### src/rtl/rx_pkg.sv
/*
  rx_pkg: shared widths, limits, BAR translation tables and types
  of the PCIe receive request controller
*/
package rx_pkg;

  localparam int DATA_W        = 64;
  localparam int BE_W          = 8;
  localparam int NUM_BARS      = 6;
  localparam int FIFO_DEPTH    = 16;
  localparam int FIFO_CNT_W    = 5;
  localparam int READY_LIMIT   = 10;  // 3 beats in flight plus 3 spare
  localparam int MAX_RD_DW     = 128;
  localparam int PNDG_OK_LIMIT = 8;
  localparam int AVL_ADDR_W    = 32;
  localparam int BURST_W       = 7;

  // one FIFO entry is {bar, sop, eop, be, data}
  localparam int FIFO_W = DATA_W + BE_W + NUM_BARS + 2;

  // avalon window of each BAR, index 0 on the right
  localparam logic [NUM_BARS-1:0][AVL_ADDR_W-1:0] BAR_BASE = {
    32'h0060_0000,
    32'h0050_0000,
    32'h0040_0000,
    32'h0030_0000,
    32'h0020_0000,
    32'h0010_0000
  };

  // PCIe offset bits kept by each BAR
  localparam logic [NUM_BARS-1:0][AVL_ADDR_W-1:0] BAR_MASK = {
    32'h0000_0FFF,
    32'h0000_FFFF,
    32'h0000_3FFF,
    32'h0000_0FFF,
    32'h000F_FFFF,
    32'h0000_FFFF
  };

  typedef enum logic [3:0] {
    IDLE,
    RD_HDR2,
    HDR_PIPE,
    CHECK_HDR,
    WR_ENA,
    WR_WAIT,
    STORE_RD,
    RD_ENA,
    DUMP
  } rx_state_e;

  typedef enum logic [3:0] {
    WRITE,
    READ,
    FLUSH,
    UNS_READ,
    MSG_WD,
    MSG_WOD,
    CPL_WD,
    DROP,
    OTHER
  } tlp_kind_e;

  typedef struct packed {
    logic        uns;
    logic [3:0]  last_be;
    logic [2:0]  tc;
    logic [1:0]  attr;
    logic [3:0]  first_be;
    logic [10:0] dw_len;
    logic [15:0] req_id;
    logic        flush;
    logic [6:0]  addr_lo;
    logic [7:0]  tag;
  } pndg_rd_hdr_t;

endpackage

### src/rtl/rx_beat_if.sv
/*
  rx_beat_if: buffered receive beats from the input FIFO to the
  header decoder and the request sequencer
*/
`timescale 1ns/1ps

interface rx_beat_if;

  logic                          not_empty;
  logic [rx_pkg::DATA_W-1:0]     data;
  logic [rx_pkg::BE_W-1:0]       be;
  logic                          sop;
  logic                          eop;
  logic [rx_pkg::NUM_BARS-1:0]   bar;
  logic [rx_pkg::FIFO_CNT_W-1:0] cnt;      // entries still in the FIFO
  logic                          rd_req;   // beat shows up one cycle later

  modport fifo (
    output not_empty, data, be, sop, eop, bar, cnt,
    input  rd_req
  );

  modport seq (
    output rd_req,
    input  cnt, not_empty, data, be, sop, eop
  );

  modport hdr (
    input data, bar
  );

endinterface

### src/rtl/rx_input_fifo.sv
/*
  rx_input_fifo: registers the receive stream and buffers beats in a
  16-entry FIFO, ready is raised from the fill level
*/
`timescale 1ns/1ps

module rx_input_fifo
(
  input  logic                        AvlClk_i,
  input  logic                        Rstn_i,
  input  logic                        st_valid_i,
  input  logic [rx_pkg::DATA_W-1:0]   st_data_i,
  input  logic [rx_pkg::BE_W-1:0]     st_be_i,
  input  logic                        st_sop_i,
  input  logic                        st_eop_i,
  input  logic [rx_pkg::NUM_BARS-1:0] st_bar_i,
  output logic                        st_ready_o,
  rx_beat_if.fifo                     beat
);

  logic                          in_vld_q;
  logic [rx_pkg::FIFO_W-1:0]     in_word_q;
  logic [rx_pkg::FIFO_W-1:0]     mem [rx_pkg::FIFO_DEPTH];
  logic [rx_pkg::FIFO_W-1:0]     rd_word_q;
  logic [rx_pkg::FIFO_CNT_W-2:0] wr_ptr_q;
  logic [rx_pkg::FIFO_CNT_W-2:0] rd_ptr_q;
  logic [rx_pkg::FIFO_CNT_W-1:0] cnt_q;

  // input capture stage
  always_ff @(posedge AvlClk_i or negedge Rstn_i)
  begin
    if (!Rstn_i)
      in_vld_q <= 1'b0;
    else
      in_vld_q <= st_valid_i;
  end

  always_ff @(posedge AvlClk_i)
  begin
    in_word_q <= {st_bar_i, st_sop_i, st_eop_i, st_be_i, st_data_i};
    if (in_vld_q)
      mem[wr_ptr_q] <= in_word_q;
    if (beat.rd_req)
      rd_word_q <= mem[rd_ptr_q];   // no show-ahead, held until next read
  end

  always_ff @(posedge AvlClk_i or negedge Rstn_i)
  begin
    if (!Rstn_i)
    begin
      wr_ptr_q   <= '0;
      rd_ptr_q   <= '0;
      cnt_q      <= '0;
      st_ready_o <= 1'b0;
    end
    else
    begin
      if (in_vld_q)
        wr_ptr_q <= wr_ptr_q + 1'b1;
      if (beat.rd_req)
        rd_ptr_q <= rd_ptr_q + 1'b1;
      if (in_vld_q && !beat.rd_req)
        cnt_q <= cnt_q + 1'b1;
      else if (!in_vld_q && beat.rd_req)
        cnt_q <= cnt_q - 1'b1;
      st_ready_o <= (cnt_q <= rx_pkg::READY_LIMIT);  // one cycle behind the count
    end
  end

  assign {beat.bar, beat.sop, beat.eop, beat.be, beat.data} = rd_word_q;
  assign beat.not_empty = (cnt_q != '0);
  assign beat.cnt       = cnt_q;

  // the source must honour ready within its 3-beat allowance
  a_no_overflow: assert property (@(posedge AvlClk_i) disable iff (!Rstn_i)
    in_vld_q |-> (cnt_q < rx_pkg::FIFO_DEPTH))
    else $error("input FIFO written while full");

  a_no_underflow: assert property (@(posedge AvlClk_i) disable iff (!Rstn_i)
    beat.rd_req |-> beat.not_empty)
    else $error("input FIFO read while empty");

endmodule

### src/rtl/tlp_header_decode.sv
/*
  tlp_header_decode: captures the TLP header, classifies the request
  and translates its address through the hit BAR
*/
`timescale 1ns/1ps

module tlp_header_decode
(
  input  logic                          AvlClk_i,
  input  logic                          Rstn_i,
  rx_beat_if.hdr                        beat,
  input  logic                          ld_hdr_lo_i,
  input  logic                          ld_hdr_hi_i,
  input  logic                          first_beat_done_i,
  output rx_pkg::tlp_kind_e             kind_o,
  output logic [rx_pkg::BURST_W-1:0]    qw_len_o,
  output logic [rx_pkg::AVL_ADDR_W-1:0] avl_addr_o,
  output logic [rx_pkg::BE_W-1:0]       rd_be_o,
  output logic [rx_pkg::NUM_BARS-1:0]   bar_hit_o,
  output rx_pkg::pndg_rd_hdr_t          pndg_hdr_o,
  output logic [rx_pkg::BE_W-1:0]       first_be_mask_o
);

  logic [rx_pkg::DATA_W-1:0]     hdr_lo_q;
  logic [rx_pkg::DATA_W-1:0]     hdr_hi_q;
  logic [rx_pkg::NUM_BARS-1:0]   bar_q;
  logic                          first_beat_q;
  logic                          is_4dw;
  logic                          has_data;
  logic [4:0]                    tlp_type;
  logic [9:0]                    len;
  logic [3:0]                    fbe;
  logic [3:0]                    lbe;
  logic [rx_pkg::AVL_ADDR_W-1:0] pcie_addr;
  logic                          odd_addr;
  logic                          is_rd;
  logic                          is_flush;
  logic                          is_uns;
  logic [10:0]                   qw_len_full;
  logic [rx_pkg::AVL_ADDR_W-1:0] trans_addr;

  always_ff @(posedge AvlClk_i)
  begin
    if (ld_hdr_lo_i)
      hdr_lo_q <= beat.data;
    if (ld_hdr_hi_i)
      hdr_hi_q <= beat.data;
    avl_addr_o <= {trans_addr[rx_pkg::AVL_ADDR_W-1:3], 3'b000};  // qword aligned
  end

  always_ff @(posedge AvlClk_i or negedge Rstn_i)
  begin
    if (!Rstn_i)
    begin
      bar_q        <= '0;
      bar_hit_o    <= '0;
      first_beat_q <= 1'b0;
    end
    else
    begin
      if (ld_hdr_hi_i)
        bar_q <= beat.bar;
      bar_hit_o <= bar_q;
      // marks the first data beat of a write
      if (ld_hdr_hi_i)
        first_beat_q <= 1'b1;
      else if (first_beat_done_i)
        first_beat_q <= 1'b0;
    end
  end

  // header fields, dword 0 in the low half of each qword
  assign has_data  = hdr_lo_q[30];
  assign is_4dw    = hdr_lo_q[29];
  assign tlp_type  = hdr_lo_q[28:24];
  assign len       = hdr_lo_q[9:0];
  assign fbe       = hdr_lo_q[35:32];
  assign lbe       = hdr_lo_q[39:36];
  assign pcie_addr = is_4dw ? hdr_hi_q[63:32] : hdr_hi_q[31:0];
  assign odd_addr  = pcie_addr[2];

  assign is_rd    = !has_data && (tlp_type[4:1] == 4'b0000);  // MRd and MRdLk
  assign is_flush = is_rd && (fbe == 4'h0) && (lbe == 4'h0);
  assign is_uns   = is_rd && ((len == 10'd0) || (len > rx_pkg::MAX_RD_DW));

  always_comb
  begin
    kind_o = rx_pkg::OTHER;
    if (is_rd)
    begin
      if (is_flush)
        kind_o = rx_pkg::FLUSH;
      else if (is_uns)
        kind_o = rx_pkg::UNS_READ;
      else
        kind_o = rx_pkg::READ;
    end
    else if (has_data && (tlp_type == 5'b00000))
    begin
      if ((len == 10'd1) && (fbe == 4'h0))
        kind_o = rx_pkg::DROP;   // nothing to write
      else
        kind_o = rx_pkg::WRITE;
    end
    else if (tlp_type[4:3] == 2'b10)
    begin
      if (has_data)
        kind_o = rx_pkg::MSG_WD;
      else
        kind_o = rx_pkg::MSG_WOD;
    end
    else if (has_data && (tlp_type == 5'b01010))
      kind_o = rx_pkg::CPL_WD;
  end

  // qwords touched on the 64-bit side
  assign qw_len_full = ({1'b0, len} + {10'd0, odd_addr} + 11'd1) >> 1;
  assign qw_len_o    = qw_len_full[rx_pkg::BURST_W-1:0];

  always_comb
  begin
    trans_addr = '0;
    for (int i = 0; i < rx_pkg::NUM_BARS; i++)
    begin
      if (bar_q[i])
        trans_addr = trans_addr | (pcie_addr & rx_pkg::BAR_MASK[i]) | rx_pkg::BAR_BASE[i];
    end
  end

  always_comb
  begin
    if (qw_len_full != 11'd1)
      rd_be_o = '1;
    else if (odd_addr)
      rd_be_o = {fbe, lbe};   // first dword sits in the upper half
    else
      rd_be_o = {lbe, fbe};
  end

  // lower dword of the first beat is empty on an odd address
  assign first_be_mask_o = (first_beat_q && odd_addr) ?
                           {{(rx_pkg::BE_W/2){1'b1}}, {(rx_pkg::BE_W/2){1'b0}}} : '1;

  assign pndg_hdr_o = '{uns:      is_uns,
                        last_be:  lbe,
                        tc:       hdr_lo_q[22:20],
                        attr:     hdr_lo_q[13:12],
                        first_be: fbe,
                        dw_len:   {1'b0, len},
                        req_id:   hdr_lo_q[63:48],
                        flush:    is_flush,
                        addr_lo:  pcie_addr[6:0],
                        tag:      hdr_lo_q[47:40]};

endmodule

### src/rtl/rx_req_sequencer.sv
/*
  rx_req_sequencer: reads TLPs out of the input FIFO and turns them
  into Avalon-MM write bursts, read commands and pending-read pushes
*/
`timescale 1ns/1ps

module rx_req_sequencer
(
  input  logic                          AvlClk_i,
  input  logic                          Rstn_i,
  rx_beat_if.seq                        beat,
  input  rx_pkg::tlp_kind_e             kind_i,
  input  logic [rx_pkg::BURST_W-1:0]    qw_len_i,
  input  logic [rx_pkg::AVL_ADDR_W-1:0] avl_addr_i,
  input  logic [rx_pkg::BE_W-1:0]       rd_be_i,
  input  logic [rx_pkg::NUM_BARS-1:0]   bar_hit_i,
  input  logic [rx_pkg::BE_W-1:0]       first_be_mask_i,
  input  logic [3:0]                    pndg_used_i,
  input  logic [rx_pkg::NUM_BARS-1:0]   wait_request_i,
  output logic                          ld_hdr_lo_o,
  output logic                          ld_hdr_hi_o,
  output logic                          first_beat_done_o,
  output logic [rx_pkg::NUM_BARS-1:0]   rxm_write_o,
  output logic [rx_pkg::NUM_BARS-1:0]   rxm_read_o,
  output logic [rx_pkg::AVL_ADDR_W-1:0] rxm_addr_o,
  output logic [rx_pkg::DATA_W-1:0]     rxm_wdata_o,
  output logic [rx_pkg::BE_W-1:0]       rxm_be_o,
  output logic [rx_pkg::BURST_W-1:0]    rxm_burst_o,
  output logic                          pndg_push_o
);

  rx_pkg::rx_state_e state_q;
  rx_pkg::rx_state_e state_d;
  logic              wait_sel;
  logic              start_ok;

  assign wait_sel = |(wait_request_i & bar_hit_i);   // only the hit BAR stalls
  assign start_ok = (beat.cnt >= 2) && (pndg_used_i <= rx_pkg::PNDG_OK_LIMIT);

  always_ff @(posedge AvlClk_i or negedge Rstn_i)
  begin
    if (!Rstn_i)
      state_q <= rx_pkg::IDLE;
    else
      state_q <= state_d;
  end

  always_comb
  begin
    state_d     = state_q;
    beat.rd_req = 1'b0;
    case (state_q)
      rx_pkg::IDLE:
      begin
        if (start_ok)
        begin
          beat.rd_req = 1'b1;   // header qword 0
          state_d     = rx_pkg::RD_HDR2;
        end
      end
      rx_pkg::RD_HDR2:
      begin
        beat.rd_req = 1'b1;     // header qword 1
        state_d     = rx_pkg::HDR_PIPE;
      end
      rx_pkg::HDR_PIPE:
        state_d = rx_pkg::CHECK_HDR;
      rx_pkg::CHECK_HDR, rx_pkg::WR_WAIT:
      begin
        if ((state_q == rx_pkg::WR_WAIT) || (kind_i == rx_pkg::WRITE))
        begin
          beat.rd_req = beat.not_empty;   // fetch next data beat
          if (beat.not_empty)
            state_d = rx_pkg::WR_ENA;
          else
            state_d = rx_pkg::WR_WAIT;
        end
        else if ((kind_i == rx_pkg::READ) || (kind_i == rx_pkg::FLUSH) ||
                 (kind_i == rx_pkg::UNS_READ))
          state_d = rx_pkg::STORE_RD;
        else if (beat.eop)
          state_d = rx_pkg::IDLE;       // header-only TLP
        else
          state_d = rx_pkg::DUMP;
      end
      rx_pkg::WR_ENA:
      begin
        if (!wait_sel)
        begin
          if (beat.eop)
            state_d = rx_pkg::IDLE;
          else if (beat.not_empty)
            beat.rd_req = 1'b1;
          else
            state_d = rx_pkg::WR_WAIT;  // FIFO ran dry mid-burst
        end
      end
      rx_pkg::STORE_RD:
      begin
        if (kind_i == rx_pkg::READ)
          state_d = rx_pkg::RD_ENA;
        else
          state_d = rx_pkg::IDLE;       // flush and unsupported only queue
      end
      rx_pkg::RD_ENA:
      begin
        if (!wait_sel)
          state_d = rx_pkg::IDLE;
      end
      rx_pkg::DUMP:
      begin
        if (beat.eop)
          state_d = rx_pkg::IDLE;
        else if (beat.not_empty)
          beat.rd_req = 1'b1;
      end
      default:
        state_d = rx_pkg::IDLE;
    endcase
  end

  assign ld_hdr_lo_o       = (state_q == rx_pkg::RD_HDR2);
  assign ld_hdr_hi_o       = (state_q == rx_pkg::HDR_PIPE);
  assign first_beat_done_o = (state_q == rx_pkg::WR_ENA) && !wait_sel;

  // avalon master side, all shared fields hold while stalled
  assign rxm_write_o = (state_q == rx_pkg::WR_ENA) ? bar_hit_i : '0;
  assign rxm_read_o  = (state_q == rx_pkg::RD_ENA) ? bar_hit_i : '0;
  assign rxm_addr_o  = avl_addr_i;
  assign rxm_wdata_o = beat.data;
  assign rxm_be_o    = (state_q == rx_pkg::RD_ENA) ? rd_be_i : (beat.be & first_be_mask_i);
  assign rxm_burst_o = qw_len_i;
  assign pndg_push_o = (state_q == rx_pkg::STORE_RD);

  a_one_bar_strobe: assert property (@(posedge AvlClk_i) disable iff (!Rstn_i)
    $onehot0(rxm_write_o | rxm_read_o))
    else $error("more than one BAR strobe active");

  // the FIFO must stay aligned to TLP boundaries
  a_hdr_on_sop: assert property (@(posedge AvlClk_i) disable iff (!Rstn_i)
    (state_q == rx_pkg::RD_HDR2) |-> beat.sop)
    else $error("header read without start of packet");

endmodule

### src/rtl/rx_cntrl.sv
/*
  rx_cntrl: receive request controller of the PCIe to Avalon-MM bridge,
  input FIFO, header decoder and request sequencer
*/
`timescale 1ns/1ps

module rx_cntrl
(
  input  logic                                     AvlClk_i,
  input  logic                                     Rstn_i,
  // receive stream
  input  logic                                     RxStValid_i,
  input  logic [rx_pkg::DATA_W-1:0]                RxStData_i,
  input  logic [rx_pkg::BE_W-1:0]                  RxStBe_i,
  input  logic                                     RxStSop_i,
  input  logic                                     RxStEop_i,
  input  logic [rx_pkg::NUM_BARS-1:0]              RxStBarDec_i,
  output logic                                     RxStReady_o,
  // avalon master, one strobe pair per BAR
  output logic [rx_pkg::NUM_BARS-1:0]              RxmWrite_o,
  output logic [rx_pkg::NUM_BARS-1:0]              RxmRead_o,
  output logic [rx_pkg::AVL_ADDR_W-1:0]            RxmAddress_o,
  output logic [rx_pkg::DATA_W-1:0]                RxmWriteData_o,
  output logic [rx_pkg::BE_W-1:0]                  RxmByteEnable_o,
  output logic [rx_pkg::BURST_W-1:0]               RxmBurstCount_o,
  input  logic [rx_pkg::NUM_BARS-1:0]              RxmWaitRequest_i,
  // pending read queue
  input  logic [3:0]                               PndngRdFifoUsedW_i,
  output logic                                     PndgRdFifoWrReq_o,
  output logic [$bits(rx_pkg::pndg_rd_hdr_t)-1:0]  PndgRdHeader_o
);

  rx_pkg::tlp_kind_e             kind;
  logic [rx_pkg::BURST_W-1:0]    qw_len;
  logic [rx_pkg::AVL_ADDR_W-1:0] avl_addr;
  logic [rx_pkg::BE_W-1:0]       rd_be;
  logic [rx_pkg::NUM_BARS-1:0]   bar_hit;
  logic [rx_pkg::BE_W-1:0]       first_be_mask;
  logic                          ld_hdr_lo;
  logic                          ld_hdr_hi;
  logic                          first_beat_done;

  rx_beat_if beat_if ();

  rx_input_fifo u_fifo (
    .AvlClk_i   (AvlClk_i),
    .Rstn_i     (Rstn_i),
    .st_valid_i (RxStValid_i),
    .st_data_i  (RxStData_i),
    .st_be_i    (RxStBe_i),
    .st_sop_i   (RxStSop_i),
    .st_eop_i   (RxStEop_i),
    .st_bar_i   (RxStBarDec_i),
    .st_ready_o (RxStReady_o),
    .beat       (beat_if)
  );

  tlp_header_decode u_hdr_dec (
    .AvlClk_i          (AvlClk_i),
    .Rstn_i            (Rstn_i),
    .beat              (beat_if),
    .ld_hdr_lo_i       (ld_hdr_lo),
    .ld_hdr_hi_i       (ld_hdr_hi),
    .first_beat_done_i (first_beat_done),
    .kind_o            (kind),
    .qw_len_o          (qw_len),
    .avl_addr_o        (avl_addr),
    .rd_be_o           (rd_be),
    .bar_hit_o         (bar_hit),
    .pndg_hdr_o        (PndgRdHeader_o),   // flattened record
    .first_be_mask_o   (first_be_mask)
  );

  rx_req_sequencer u_seq (
    .AvlClk_i          (AvlClk_i),
    .Rstn_i            (Rstn_i),
    .beat              (beat_if),
    .kind_i            (kind),
    .qw_len_i          (qw_len),
    .avl_addr_i        (avl_addr),
    .rd_be_i           (rd_be),
    .bar_hit_i         (bar_hit),
    .first_be_mask_i   (first_be_mask),
    .pndg_used_i       (PndngRdFifoUsedW_i),
    .wait_request_i    (RxmWaitRequest_i),
    .ld_hdr_lo_o       (ld_hdr_lo),
    .ld_hdr_hi_o       (ld_hdr_hi),
    .first_beat_done_o (first_beat_done),
    .rxm_write_o       (RxmWrite_o),
    .rxm_read_o        (RxmRead_o),
    .rxm_addr_o        (RxmAddress_o),
    .rxm_wdata_o       (RxmWriteData_o),
    .rxm_be_o          (RxmByteEnable_o),
    .rxm_burst_o       (RxmBurstCount_o),
    .pndg_push_o       (PndgRdFifoWrReq_o)
  );

endmodule

### config.mk
export PLATFORM = sky130hd
export DESIGN_NAME = rx_cntrl
export DESIGN_NICKNAME = d
export VERILOG_FILES = /design/src/rtl/rx_pkg.sv /design/src/rtl/rx_beat_if.sv /design/src/rtl/rx_input_fifo.sv /design/src/rtl/tlp_header_decode.sv /design/src/rtl/rx_req_sequencer.sv /design/src/rtl/rx_cntrl.sv
export SDC_FILE = /design/constraint.sdc
export NUM_CORES = 1
export LEC_CHECK = 0
export BUFFER_PORTS_ARGS = -buffer_cell sky130_fd_sc_hd__buf_2
export CAP_MARGIN = 5
export CORE_MARGIN = 2
export CORE_UTILIZATION = 46
export CTS_CLUSTER_DIAMETER = 40
export CTS_CLUSTER_SIZE = 14
export DETAILED_ROUTE_END_ITERATION = 8
export GPL_ROUTABILITY_DRIVEN = 0
export GPL_TIMING_DRIVEN = 1
export PLACE_DENSITY = 0.65
export SYNTH_ARGS = -nofsm -noshare
export SYNTH_HDL_FRONTEND = slang
export SYNTH_SLANG_ARGS = --single-unit
### constraint.sdc
create_clock -name AvlClk_i -period 5.6 [get_ports AvlClk_i]
set_input_delay 0.56 -clock AvlClk_i [delete_from_list [all_inputs] [get_ports AvlClk_i]]
set_output_delay 0.56 -clock AvlClk_i [all_outputs]
set_load 0.05 [all_outputs]
# Word level (Yosys, flattened, before mapping)
# Memories as Yosys holds them, arrays and structs flattened. A register that Yosys moved wholly into a read port is not among the register bits.
# Cells that the tools add are included.
dict set report totals {
  romBits 0
  regBits 257
  elab_cells 130
  out_inout_bits 182
  latch_bits 0
  ram_bits 1280
  in_bits 93
  mem_count 1
}
# memory depth word_bits read_ports rd_ports_with_merged_regs wr line_no
set mem_list {}
lappend mem_list {u_fifo.mem 16 80 1 1 1 rx_input_fifo.sv:23} ;# logic [rx_pkg::FIFO_W-1:0] mem [rx_pkg::FIFO_DEPTH];
dict set report op_classes {
  shift 0
  n_eq_ne 20
  bitwise 7
  order_cmp 4
  reduce_logical 33
  div 0
  n_addsub 6
  mux 45
  n_mul 0
}
# operator count
set ops {}
lappend ops {{$mux W32} 5}
lappend ops {{$or A32 B12 Y32} 2}
lappend ops {{$mux W4} 14}
lappend ops {{$or A32 B14 Y32} 1}
lappend ops {{$or A32 B16 Y32} 1}
lappend ops {{$pmux W4 S8} 1}
lappend ops {{$mux W8} 3}
lappend ops {{$mux W21} 1}
lappend ops {{$or A21 B20 Y21} 1}
lappend ops {{$logic_not A4 Y1} 5}
lappend ops {{$mux W20} 1}
lappend ops {{$eq A4 B2 Y1 const B} 4}
lappend ops {{$eq A4 B3 Y1 const B} 4}
lappend ops {{$logic_and A1 B1 Y1} 12}
lappend ops {{$mux W6} 2}
lappend ops {{$add A10 B1 Y11} 1}
lappend ops {{$add A11 B1 Y11 const B} 1}
lappend ops {{$mux W1} 11}
lappend ops {{$eq A10 B1 Y1 const B} 1}
lappend ops {{$gt A10 B8 Y1 const B} 1}
lappend ops {{$logic_not A10 Y1} 1}
lappend ops {{$mux W5} 2}
lappend ops {{$ne A10 B1 Y1 const B} 1}
lappend ops {{$add A4 B1 Y4 const B} 2}
lappend ops {{25 further kinds} 37}

# Depth between registers and ports, before layout
# Gate-level depths: netlist (run 1).
dict set report logic_depth {
  depth_word 13
  ltp_mapped 13
  mapped_depth_nobuf 12
}

# By module
# A second synthesis (run 1) with hierarchy kept.
dict set report hier_totals {
  cells_unflattened 2750
  hier_area_um2 59110.4
}
# module instances area_each_um2 cells_each seq_area_each_um2
set by_module_without_submodules {}
lappend by_module_without_submodules {rx_input_fifo 1 52609.2 2205 42816.1}
lappend by_module_without_submodules {tlp_header_decode 1 5096.1 344 3548.4}
lappend by_module_without_submodules {rx_req_sequencer 1 1405.1 201 100.1}

# Worst setup path before layout (run 1)
# No wires, ideal clock.
dict set report synth_timing {
  path_type {register to register}
  start {reg u_seq.state_q[2]}
  end {reg u_hdr_dec.hdr_lo_q[0] in the netlist's numbering (enable)}
  setup_slack_ps 684
  t_arrival_ps 4384
  stages_incl_launch_ff 3
  period_less_slack_ps 4916
  setup_time_ps 532
  n_path_buf 1
  path_cell_list {dfrtp_1 -> clkbuf_1 -> nor3_1}
}
dict set report synth_between {
  elab_chain_len 1
}
# item line_no
set synth_lines {}
lappend synth_lines {{start: declaration} rx_req_sequencer.sv:32} ;# rx_pkg::rx_state_e state_q;
lappend synth_lines {{start signal: assignment} rx_req_sequencer.sv:43} ;# state_q <= rx_pkg::IDLE;
lappend synth_lines {{start signal: assignment} rx_req_sequencer.sv:45} ;# state_q <= state_d;
lappend synth_lines {{$eq A4 B1 Y1} rx_req_sequencer.sv:122} ;# assign ld_hdr_lo_o = (state_q == rx_pkg::RD_HDR2);
lappend synth_lines {{end signal: assignment} tlp_header_decode.sv:45} ;# hdr_lo_q <= beat.data;
lappend synth_lines {{end: declaration} tlp_header_decode.sv:24} ;# logic [rx_pkg::DATA_W-1:0] hdr_lo_q;
# Every way passes these cells.
# A chain may end at the register's enable or synchronous reset.

# Worst setup path in the final report (run 1)
dict set report layout_timing {
  start {reg u_hdr_dec.hdr_lo_q[29] in the netlist's numbering}
  end {out RxmByteEnable_o[7] in the netlist's numbering}
}
dict set report layout_between {
  elab_chain_len 6
}
# item line_no
set layout_lines {}
lappend layout_lines {{$mux W20 (*)} tlp_header_decode.sv:79} ;# assign pcie_addr = is_4dw ? hdr_hi_q[63:32] : hdr_hi_q[31:0];
lappend layout_lines {{$add A10 B1 Y11} tlp_header_decode.sv:117} ;# assign qw_len_full = ({1'b0, len} + {10'd0, odd_addr} + 11'd1) >> 1;
lappend layout_lines {{$add A11 B1 Y11} tlp_header_decode.sv:117}
lappend layout_lines {{$ne A10 B1 Y1} tlp_header_decode.sv:132} ;# if (qw_len_full != 11'd1)
lappend layout_lines {{$mux W8 (*)} tlp_header_decode.sv:132}
lappend layout_lines {{$mux W8 (*)} rx_req_sequencer.sv:131} ;# assign rxm_be_o = (state_q == rx_pkg::RD_ENA) ? rd_be_i : (beat.be & first_be_mask_i);
lappend layout_lines {{end: declaration} rx_cntrl.sv:24} ;# output logic [rx_pkg::BE_W-1:0] RxmByteEnable_o,
# Every way passes the cells marked *; elsewhere a longest branch is shown, timed or not.

==> key figures, run 1 <==
Clock tree
  • Num CTS Buffers: approximately 180
  • Clk_lat worst skew: 0.80 ns
  • Post-CTS Resized: 0
  • H-tree levels: 4
  • CTS tree: done
  • Clk buf depth: 3
  • Reg clk slew, reported paths: 0.06 ns
  • Clock tree sinks: 1,568
  • Root Buffer: clkbuf_16

Layout
  • Number of fill cells: 9,724
  • Final Net Count: roughly 3,500
  • Final Util: 0.542
  • Finished Layout Cells: 5,217
  • Area grow syn2layout: 17.3%
  • Commonest non-fill, non-tap cells in the layout: 1,437 x edfxtp_1, 260 x buf_2, 251 x mux2i_1
  • Design area: 68,800 sq um
  • Layout cell share with drive strength beyond 1: 0.258
  • Most common cell after layout, fill and taps aside: edfxtp_1

Hold path
  • Number of cells on the worst hold path: 5
  • Worst Hold Class: in2reg
  • Hold-critical path endpoint: u_hdr_dec.first_beat_q$_DFFE_PN0P_
  • Hold Path Origin: RxmWaitRequest_i[3]

Critical path
  • Cell Chain, Critical Path: buf_4, mux2i_1, inv_1, o21ai_0, nand2_1, a2111oi_4, a41oi_1, buf_2
  • Arr. time, crit path: 4.59 ns
  • Crit path launch type: register
  • Top Family by Delay on Critical Path: compound AO/OA/AOI/OAI gates
  • Worst reg2reg setup slack: approximately 1.6 ns
  • Req. time, crit path: 5.04 ns
  • CP peak stage delay: 0.96 ns
  • R2R Path End: u_fifo.beat.cnt[4]$_DFFE_PN0P_
  • Worst Path Buf+Inv: 3
  • CP endpoint kind: primary output
  • Slowest cell on crit path: mux2i_1
  • Worst Reg2Reg Path Length in Cells: 12
  • Worst r2r src: u_hdr_dec.hdr_lo_q[33]$_DFFE_PP_
  • Crit Path Max Fanout: 20
  • Critical path class: reg2out

Drt
  • Detailed-route wire length: roughly 140,000 um
  • Via count: 30,000
  • Drt pass-1 iters: 5
  • Drt initial violations: 3,435
  • Vias per Instance: 5.74
  • Final antenna-violating net count: 0
  • Residual DRC: 0
  • Avg WL per Cell: ~27 um

Yosys
  • YS warnings: 0
  • Cell area after synthesis: 58,700 sq um
  • Ys async rst share: 0.0204
  • Yosys top cell area share: 0.735
  • Cells after Synth: 3,032
  • Area leader, netlist: edfxtp_1
  • Seq/Total Area, Yosys: 0.783
  • Seq cells post-synth: 1,568
  • Post-synthesis mux area share: 0.121
  • EDFF count, synth: 1,437
  • Largest family of logic cells by synthesized area: multiplexers
  • XOR/XNOR Fraction of Synth Area: 0.00239
  • Compound-Gate Fraction of Synth Area: 0.0510
  • Top FF cell, synth: edfxtp_1
  • Post-Synth Adder-Cell Area: 0.00247
  • Synth area leaders: edfxtp_1 74%, mux4_2 6.1%, mux2i_1 4.3%
  • Syn_area_per_cell: 19.4 sq um
  • Synth unique cells: 61
  • Post-Synth Simple-Gate Area: 0.0203

Floorplan
  • Core box area: roughly 130,000 sq um
  • Starting density of the core: 0.462
  • Num rows: 131
  • IO Pins: 275
  • Die W: 361 um
  • DIE AREA: 130,000 sq um
  • Die height: ~360 um

STA
  • Clock Skew: 0.0254 ns
  • Final setup fails: 0
  • F_max: 194 MHz
  • Hold_ws: 0.250 ns
  • Slew margin rel.: 0.207
  • Period utilization: 0.920
  • Worst-Margin Slew: 1.18 ns
  • Setup ws final: 0.450 ns
  • Fin crit period: 5.15 ns
  • RSZ-0062 raised after global routing: no
  • Final Hold Fails: 0
  • Final max-slew violation count: 0
  • Final setup TNS: 0 ns

Run
  • Max cap viols: 0

Placement
  • Placed cells: 4,798
  • DP Area: just over 60,000 sq um
  • Place WS: 1.21 ns
  • Port bufs: 260
  • Post-DP HPWL: 76,200 um

Pwr
  • Power per standard cell area: 578 nW/um^2
  • Worst vdd ir: roughly 0.49 mV
  • LEAKAGE: approximately 24 nW
  • Overall Power: 39.8 mW

GRT
  • Pin count of the biggest net entering global routing: 124
  • Total grt overflow: 0
  • GRT Total Usage: 0.216
  • Initial antenna violation count: 9
  • First-pass GRT wire length: 202,000 um
  • Vias in the first global route: 29,400

Status
  • Status: complete, no violations
-- flip-flops by register name, indices dropped and copies added (netlist names), 5 cells and up --
register	cells
u_fifo.rd_word_q	79
u_hdr_dec.hdr_hi_q	40
u_fifo.mem	1264
u_fifo.in_word_q	79
u_hdr_dec.avl_addr_o	20
u_hdr_dec.hdr_lo_q	54
u_hdr_dec.bar_q	6
u_fifo.beat.cnt	5
u_hdr_dec.bar_hit_o	6
-- synthesized netlist by cell type, types with 9 or more instances --
| master | instances |
|---|---|
| nand2_1 | 111 |
| and2_1 | 25 |
| o21ai_0 | 167 |
| dfrtp_1 | 32 |
| a221oi_1 | 79 |
| buf_4 | 70 |
| a21oi_1 | 90 |
| clkbuf_1 | 104 |
| nor2_1 | 31 |
| mux2i_1 | 251 |
| a22oi_1 | 82 |
| mux2_2 | 92 |
| dfxtp_1 | 99 |
| nand2b_1 | 9 |
| mux4_2 | 158 |
| ha_1 | 10 |
| edfxtp_1 | 1437 |
| and3_1 | 10 |
| nor3_1 | 11 |
| buf_1 | 22 |
| xnor2_1 | 11 |
| buf_2 | 25 |
-- repair_timing --
action / CTS / global route
endpoints found under the hold margin: 112 / 0
hold buffers: 81 / 0
buffers inserted: 0 / 0
endpoints found under the setup margin: 0 / 0
-- area by class of cell --
| type | instances | area (sq um) | area share |
|---|---|---|---|
| flip-flops and latches | 1568 | 45900 | 0.668 |
| well taps | 1662 | 2080 | 0.0302 |
| clock inverters | 134 | 1730 | 0.0251 |
| clock buffers | 202 | 4670 | 0.0678 |
| inverters | 8 | 32.5 | 0.000473 |
| diodes | 2 | 5.00 | 0.0000727 |
| repair buffers | 396 | 2660 | 0.0387 |
| multi-input cells | 1245 | 11700 | 0.170 |
-- routing by layer --
| layer | GRT usage | wire length (um) | part of all wire | vias up |
|---|---|---|---|---|
| li1 | - | - | - | 13000 |
| met1 | 0.307 | 61000 | 0.43 | 15600 |
| met2 | 0.335 | 66100 | 0.46 | 1257 |
| met3 | 0.0523 | 12100 | 0.085 | 186 |
| met4 | 0.0566 | 3000 | 0.021 | 2 |
| met5 | 0 | 17 | 0.00012 | - |
-- worst reg2reg max path, stage by stage (launching register included) --
cell and delay (ns):
edfxtp_1 0.44, nor4_1 0.67, and4_1 0.42, o221ai_1 0.31, a211oi_4 0.51, ha_1 0.27, inv_1 0.11, fa_1 0.41
a21o_1 0.20, a21oi_1 0.17, xnor2_1 0.14, nor2_1 0.07, xor2_1 0.15
-- cell families (layout without fill, tap and decap cells) --
kind of cell    after synthesis  after routing
compound gates              459            459
xor+xnor                     16             16
fa+ha+maj                    11             11
buf+inv                     231            740
flops                      1568           1568
mux                         502            502
other cells                   1             15
simple gates                244            244
-- worst max-delay path by stage --
stage	startpoint	cells past startpoint	slack, ns	to
final	u_hdr_dec.hdr_lo_q[29]$_DFFE_PP_	8	0.45	RxmByteEnable_o[7]
after global routing	u_hdr_dec.hdr_lo_q[29]$_DFFE_PP_	8	0.18	RxmByteEnable_o[5]
after CTS	u_hdr_dec.hdr_lo_q[29]$_DFFE_PP_	8	0.34	RxmByteEnable_o[7]
after detailed placement	u_hdr_dec.hdr_lo_q[29]$_DFFE_PP_	8	1.21	RxmByteEnable_o[7]
after global placement	u_hdr_dec.hdr_lo_q[29]$_DFFE_PP_	8	1.24	RxmByteEnable_o[5]
after floorplan	u_seq.state_q[2]$_DFFE_PN0P_	2	0.68	u_hdr_dec.hdr_lo_q[0]$_DFFE_PP_
-- where the power goes --
group / internal (mW) / switching, mW / leakage, nW
Combinational: 3.64 / 7.23 / 6.19
Sequential: 15.0 / 1.58 / 14.2
Clock: 7.43 / 4.91 / 3.09
Total: 26.1 / 13.7 / 23.5
(Power assumes the default switching activity.)
==> run 2, diff against run 1 <==
ABC_CLOCK_PERIOD_IN_PS = 5600   (was not set)
BUFFER_PORTS_ARGS = not set   (was -buffer_cell sky130_fd_sc_hd__buf_2)
DONT_BUFFER_PORTS = 1   (was not set)
PLACE_DENSITY = 0.66   (was 0.65)
==> run 2 against run 1 <==
Effect of this change:
- die area unchanged
- sequential share of layout area up 1.2 points
- total power is 1.1% lower
- critical path depth stayed put
- sequential power is 10% higher
- register-to-register slack worse by 0.50 ns
- flip-flop and latch count unchanged
- via count down 0.64%
- maximum frequency shrank 0.60%
- critical path type unchanged
- highest routed layer unchanged
==> key figures, run 2 (synthesis gave the netlist of run 1 again) <==
Clock tree
  • Clock tree sinks: 1,568
  • Root Buffer: clkbuf_16
  • Reg clk slew, reported paths: 0.06 ns
  • H-tree levels: 4
  • Clk buf depth: 3
  • CTS tree: done
  • Clk_lat worst skew: 0.79 ns
  • Num CTS Buffers: ~180

Layout
  • Multi-input combinational cell area: between 10,000 and 15,000 sq um
  • Most common cell after layout, fill and taps aside: edfxtp_1
  • Area grow syn2layout: 15.2%
  • Register Area: approximately 46,000 sq um
  • Final Net Count: 3,261
  • Commonest non-fill, non-tap cells in the layout: 1,437 x edfxtp_1, 250 x mux2i_1, 186 x clkbuf_16
  • Biggest regs: u_fifo.mem x1264, u_fifo.in_word_q x79, u_fifo.rd_word_q x79
  • Biggest register: u_fifo.mem
  • Layout cell share with drive strength beyond 1: 0.203
  • Number of fill cells: 9,521
  • Max FFs per register: 1,264

Pwr
  • Overall Power: 39.4 mW
  • LEAKAGE: 22.5 nW
  • Power per standard cell area: 582 nW/um^2
  • Reg power frac: 0.464
  • Gate power share: 0.225
  • Worst vdd ir: 0.409 mV
  • Internal power of the cells: 25.6 mW
  • Net switching power: 13.7 mW
  • Clock share of power: 0.311
  • Sw Ratio: 0.349

GRT
  • Vias in the first global route: about 30,000
  • GRT Total Usage: 0.222
  • Pin count of the biggest net entering global routing: 127
  • Initial antenna violation count: 26
  • First-pass GRT wire length: 209,000 um
  • Total grt overflow: 0

Floorplan
  • Die height: about 360 um
  • IO Pins: 275
  • Die W: 361 um
  • Num rows: 131
  • Core box area: 127,000 sq um
  • DIE AREA: between 100,000 and 150,000 sq um
  • Starting density of the core: 0.462

Placement
  • Post-DP HPWL: 79,400 um
  • Port bufs: 0
  • Place WS: ~0.95 ns

Critical path
  • Req. time, crit path: about 5 ns
  • Critical path class: reg2out
  • Arr. time, crit path: between 4 and 5 ns
  • CP endpoint kind: primary output
  • Crit path launch type: register
  • Crit Path Max Fanout: 20

STA
  • RSZ-0062 raised after global routing: no
  • Setup ws final: 0.420 ns
  • Worst-Margin Slew: 1.15 ns
  • Final Hold Fails: 0
  • Slew margin rel.: 0.229
  • F_max: a little under 200 MHz
  • Period utilization: 0.925
  • Clock Skew: 0.0368 ns
  • Final max-slew violation count: 0
  • Final setup TNS: 0 ns
  • Fin crit period: 5.18 ns
  • Final setup fails: 0

Drt
  • Drt pass-1 iters: 5
  • Final antenna-violating net count: 0
  • Drt initial violations: 3,832
  • Avg WL per Cell: 29.3 um
  • Vias per Instance: 5.98
  • Residual DRC: 0
  • Detailed-route wire length: 146,000 um
  • Via count: 29,800

Run
  • Max cap viols: 0

Hold path
  • Worst Hold Class: in2reg

Status
  • Status: complete, no violations
run 2: cell count changes in the layout (fill, tap and decap cells not counted), sizes merged:
cell	before	now
diode	2	5
clkinv	54	52
clkbuf	202	213
buf	315	72
inv	43	46
clkinvlp	17	14
bufinv	28	21
run 2: cell type report:
| type | count | share of cell area |
|---|---|---|
| sequential | 1568 | 0.679 |
| antenna | 5 | 0.000185 |
| timing repair buffer | 153 | 0.0218 |
| inverter | 8 | 0.000481 |
| tap | 1662 | 0.0307 |
| clock inverter | 125 | 0.0229 |
| clock buffer | 213 | 0.0713 |
| multi-input combinational | 1245 | 0.173 |
run 2: worst paths after layout:
kind	cells after the start	startpoint	slack, ns	to
max reg2reg	12	u_hdr_dec.hdr_lo_q[32]$_DFFE_PP_	1.11	u_fifo.beat.cnt[4]$_DFFE_PN0P_
min	4	RxmWaitRequest_i[4]	0.18	u_hdr_dec.first_beat_q$_DFFE_PN0P_
max in group asynchronous	2	Rstn_i	5.14	u_fifo.rd_ptr_q[1]$_DFFE_PN0P_
max	8	u_hdr_dec.hdr_lo_q[29]$_DFFE_PP_	0.42	RxmByteEnable_o[4]
min in group asynchronous	2	Rstn_i	0.25	u_seq.state_q[1]$_DFFE_PN0P_
min reg2reg	1	u_fifo.beat.cnt[4]$_DFFE_PN0P_	0.46	u_fifo.st_ready_o$_DFF_PN0_
run 2: power by group through the flow:
stage / Clock [mW] / Sequential, mW / Combinational [mW]
4_1_cts: 12.4 / 18.3 / 8.88
3_5_place_dp: 0 / 18.5 / 8.77
6_report: 12.2 / 18.3 / 8.86
3_3_place_gp: 0 / 18.4 / 8.61
2_1_floorplan: 0 / 16.9 / 7.17
5_1_grt: 12.9 / 18.4 / 9.47
run 2: per-layer routing:
| layer | vias to the layer above | global-route usage | wire, um |
|---|---|---|---|
| li1 | 12500 | - | - |
| met1 | 15500 | 0.304 | 58800 |
| met2 | 1525 | 0.350 | 69100 |
| met3 | 260 | 0.0576 | 14300 |
| met4 | 22 | 0.0697 | 3520 |
| met5 | - | 0 | 131 |
run 2: timing repair:
item / CTS / global route
buffers inserted: 0 / 0
hold buffers: 82 / 0
gates resized for setup: 0 / 1
endpoints found under the setup margin: 0 / 4
endpoints found under the hold margin: 112 / 0
run 2: worst max-delay path: stages (launching register included):
cell and delay [ns]:
edfxtp_1 0.33, buf_4 0.39, mux2i_2 0.66, inv_1 0.57, o21ai_0 0.48, nand2_1 0.18, a2111oi_4 0.69, a41oi_1 0.24
buf_4 0.28
run 2: stage by stage:
step	hold WS (ns)	cell area (sq um)	std cells	utilization
floorplan	0.264	58700	3044	-
global placement	0.268	60400	4554	0.476
detailed placement	0.268	60400	4554	0.476
CTS	0.113	67600	4974	0.532
global route	0.190	67600	4977	0.532
finish	0.183	67600	4979	0.532
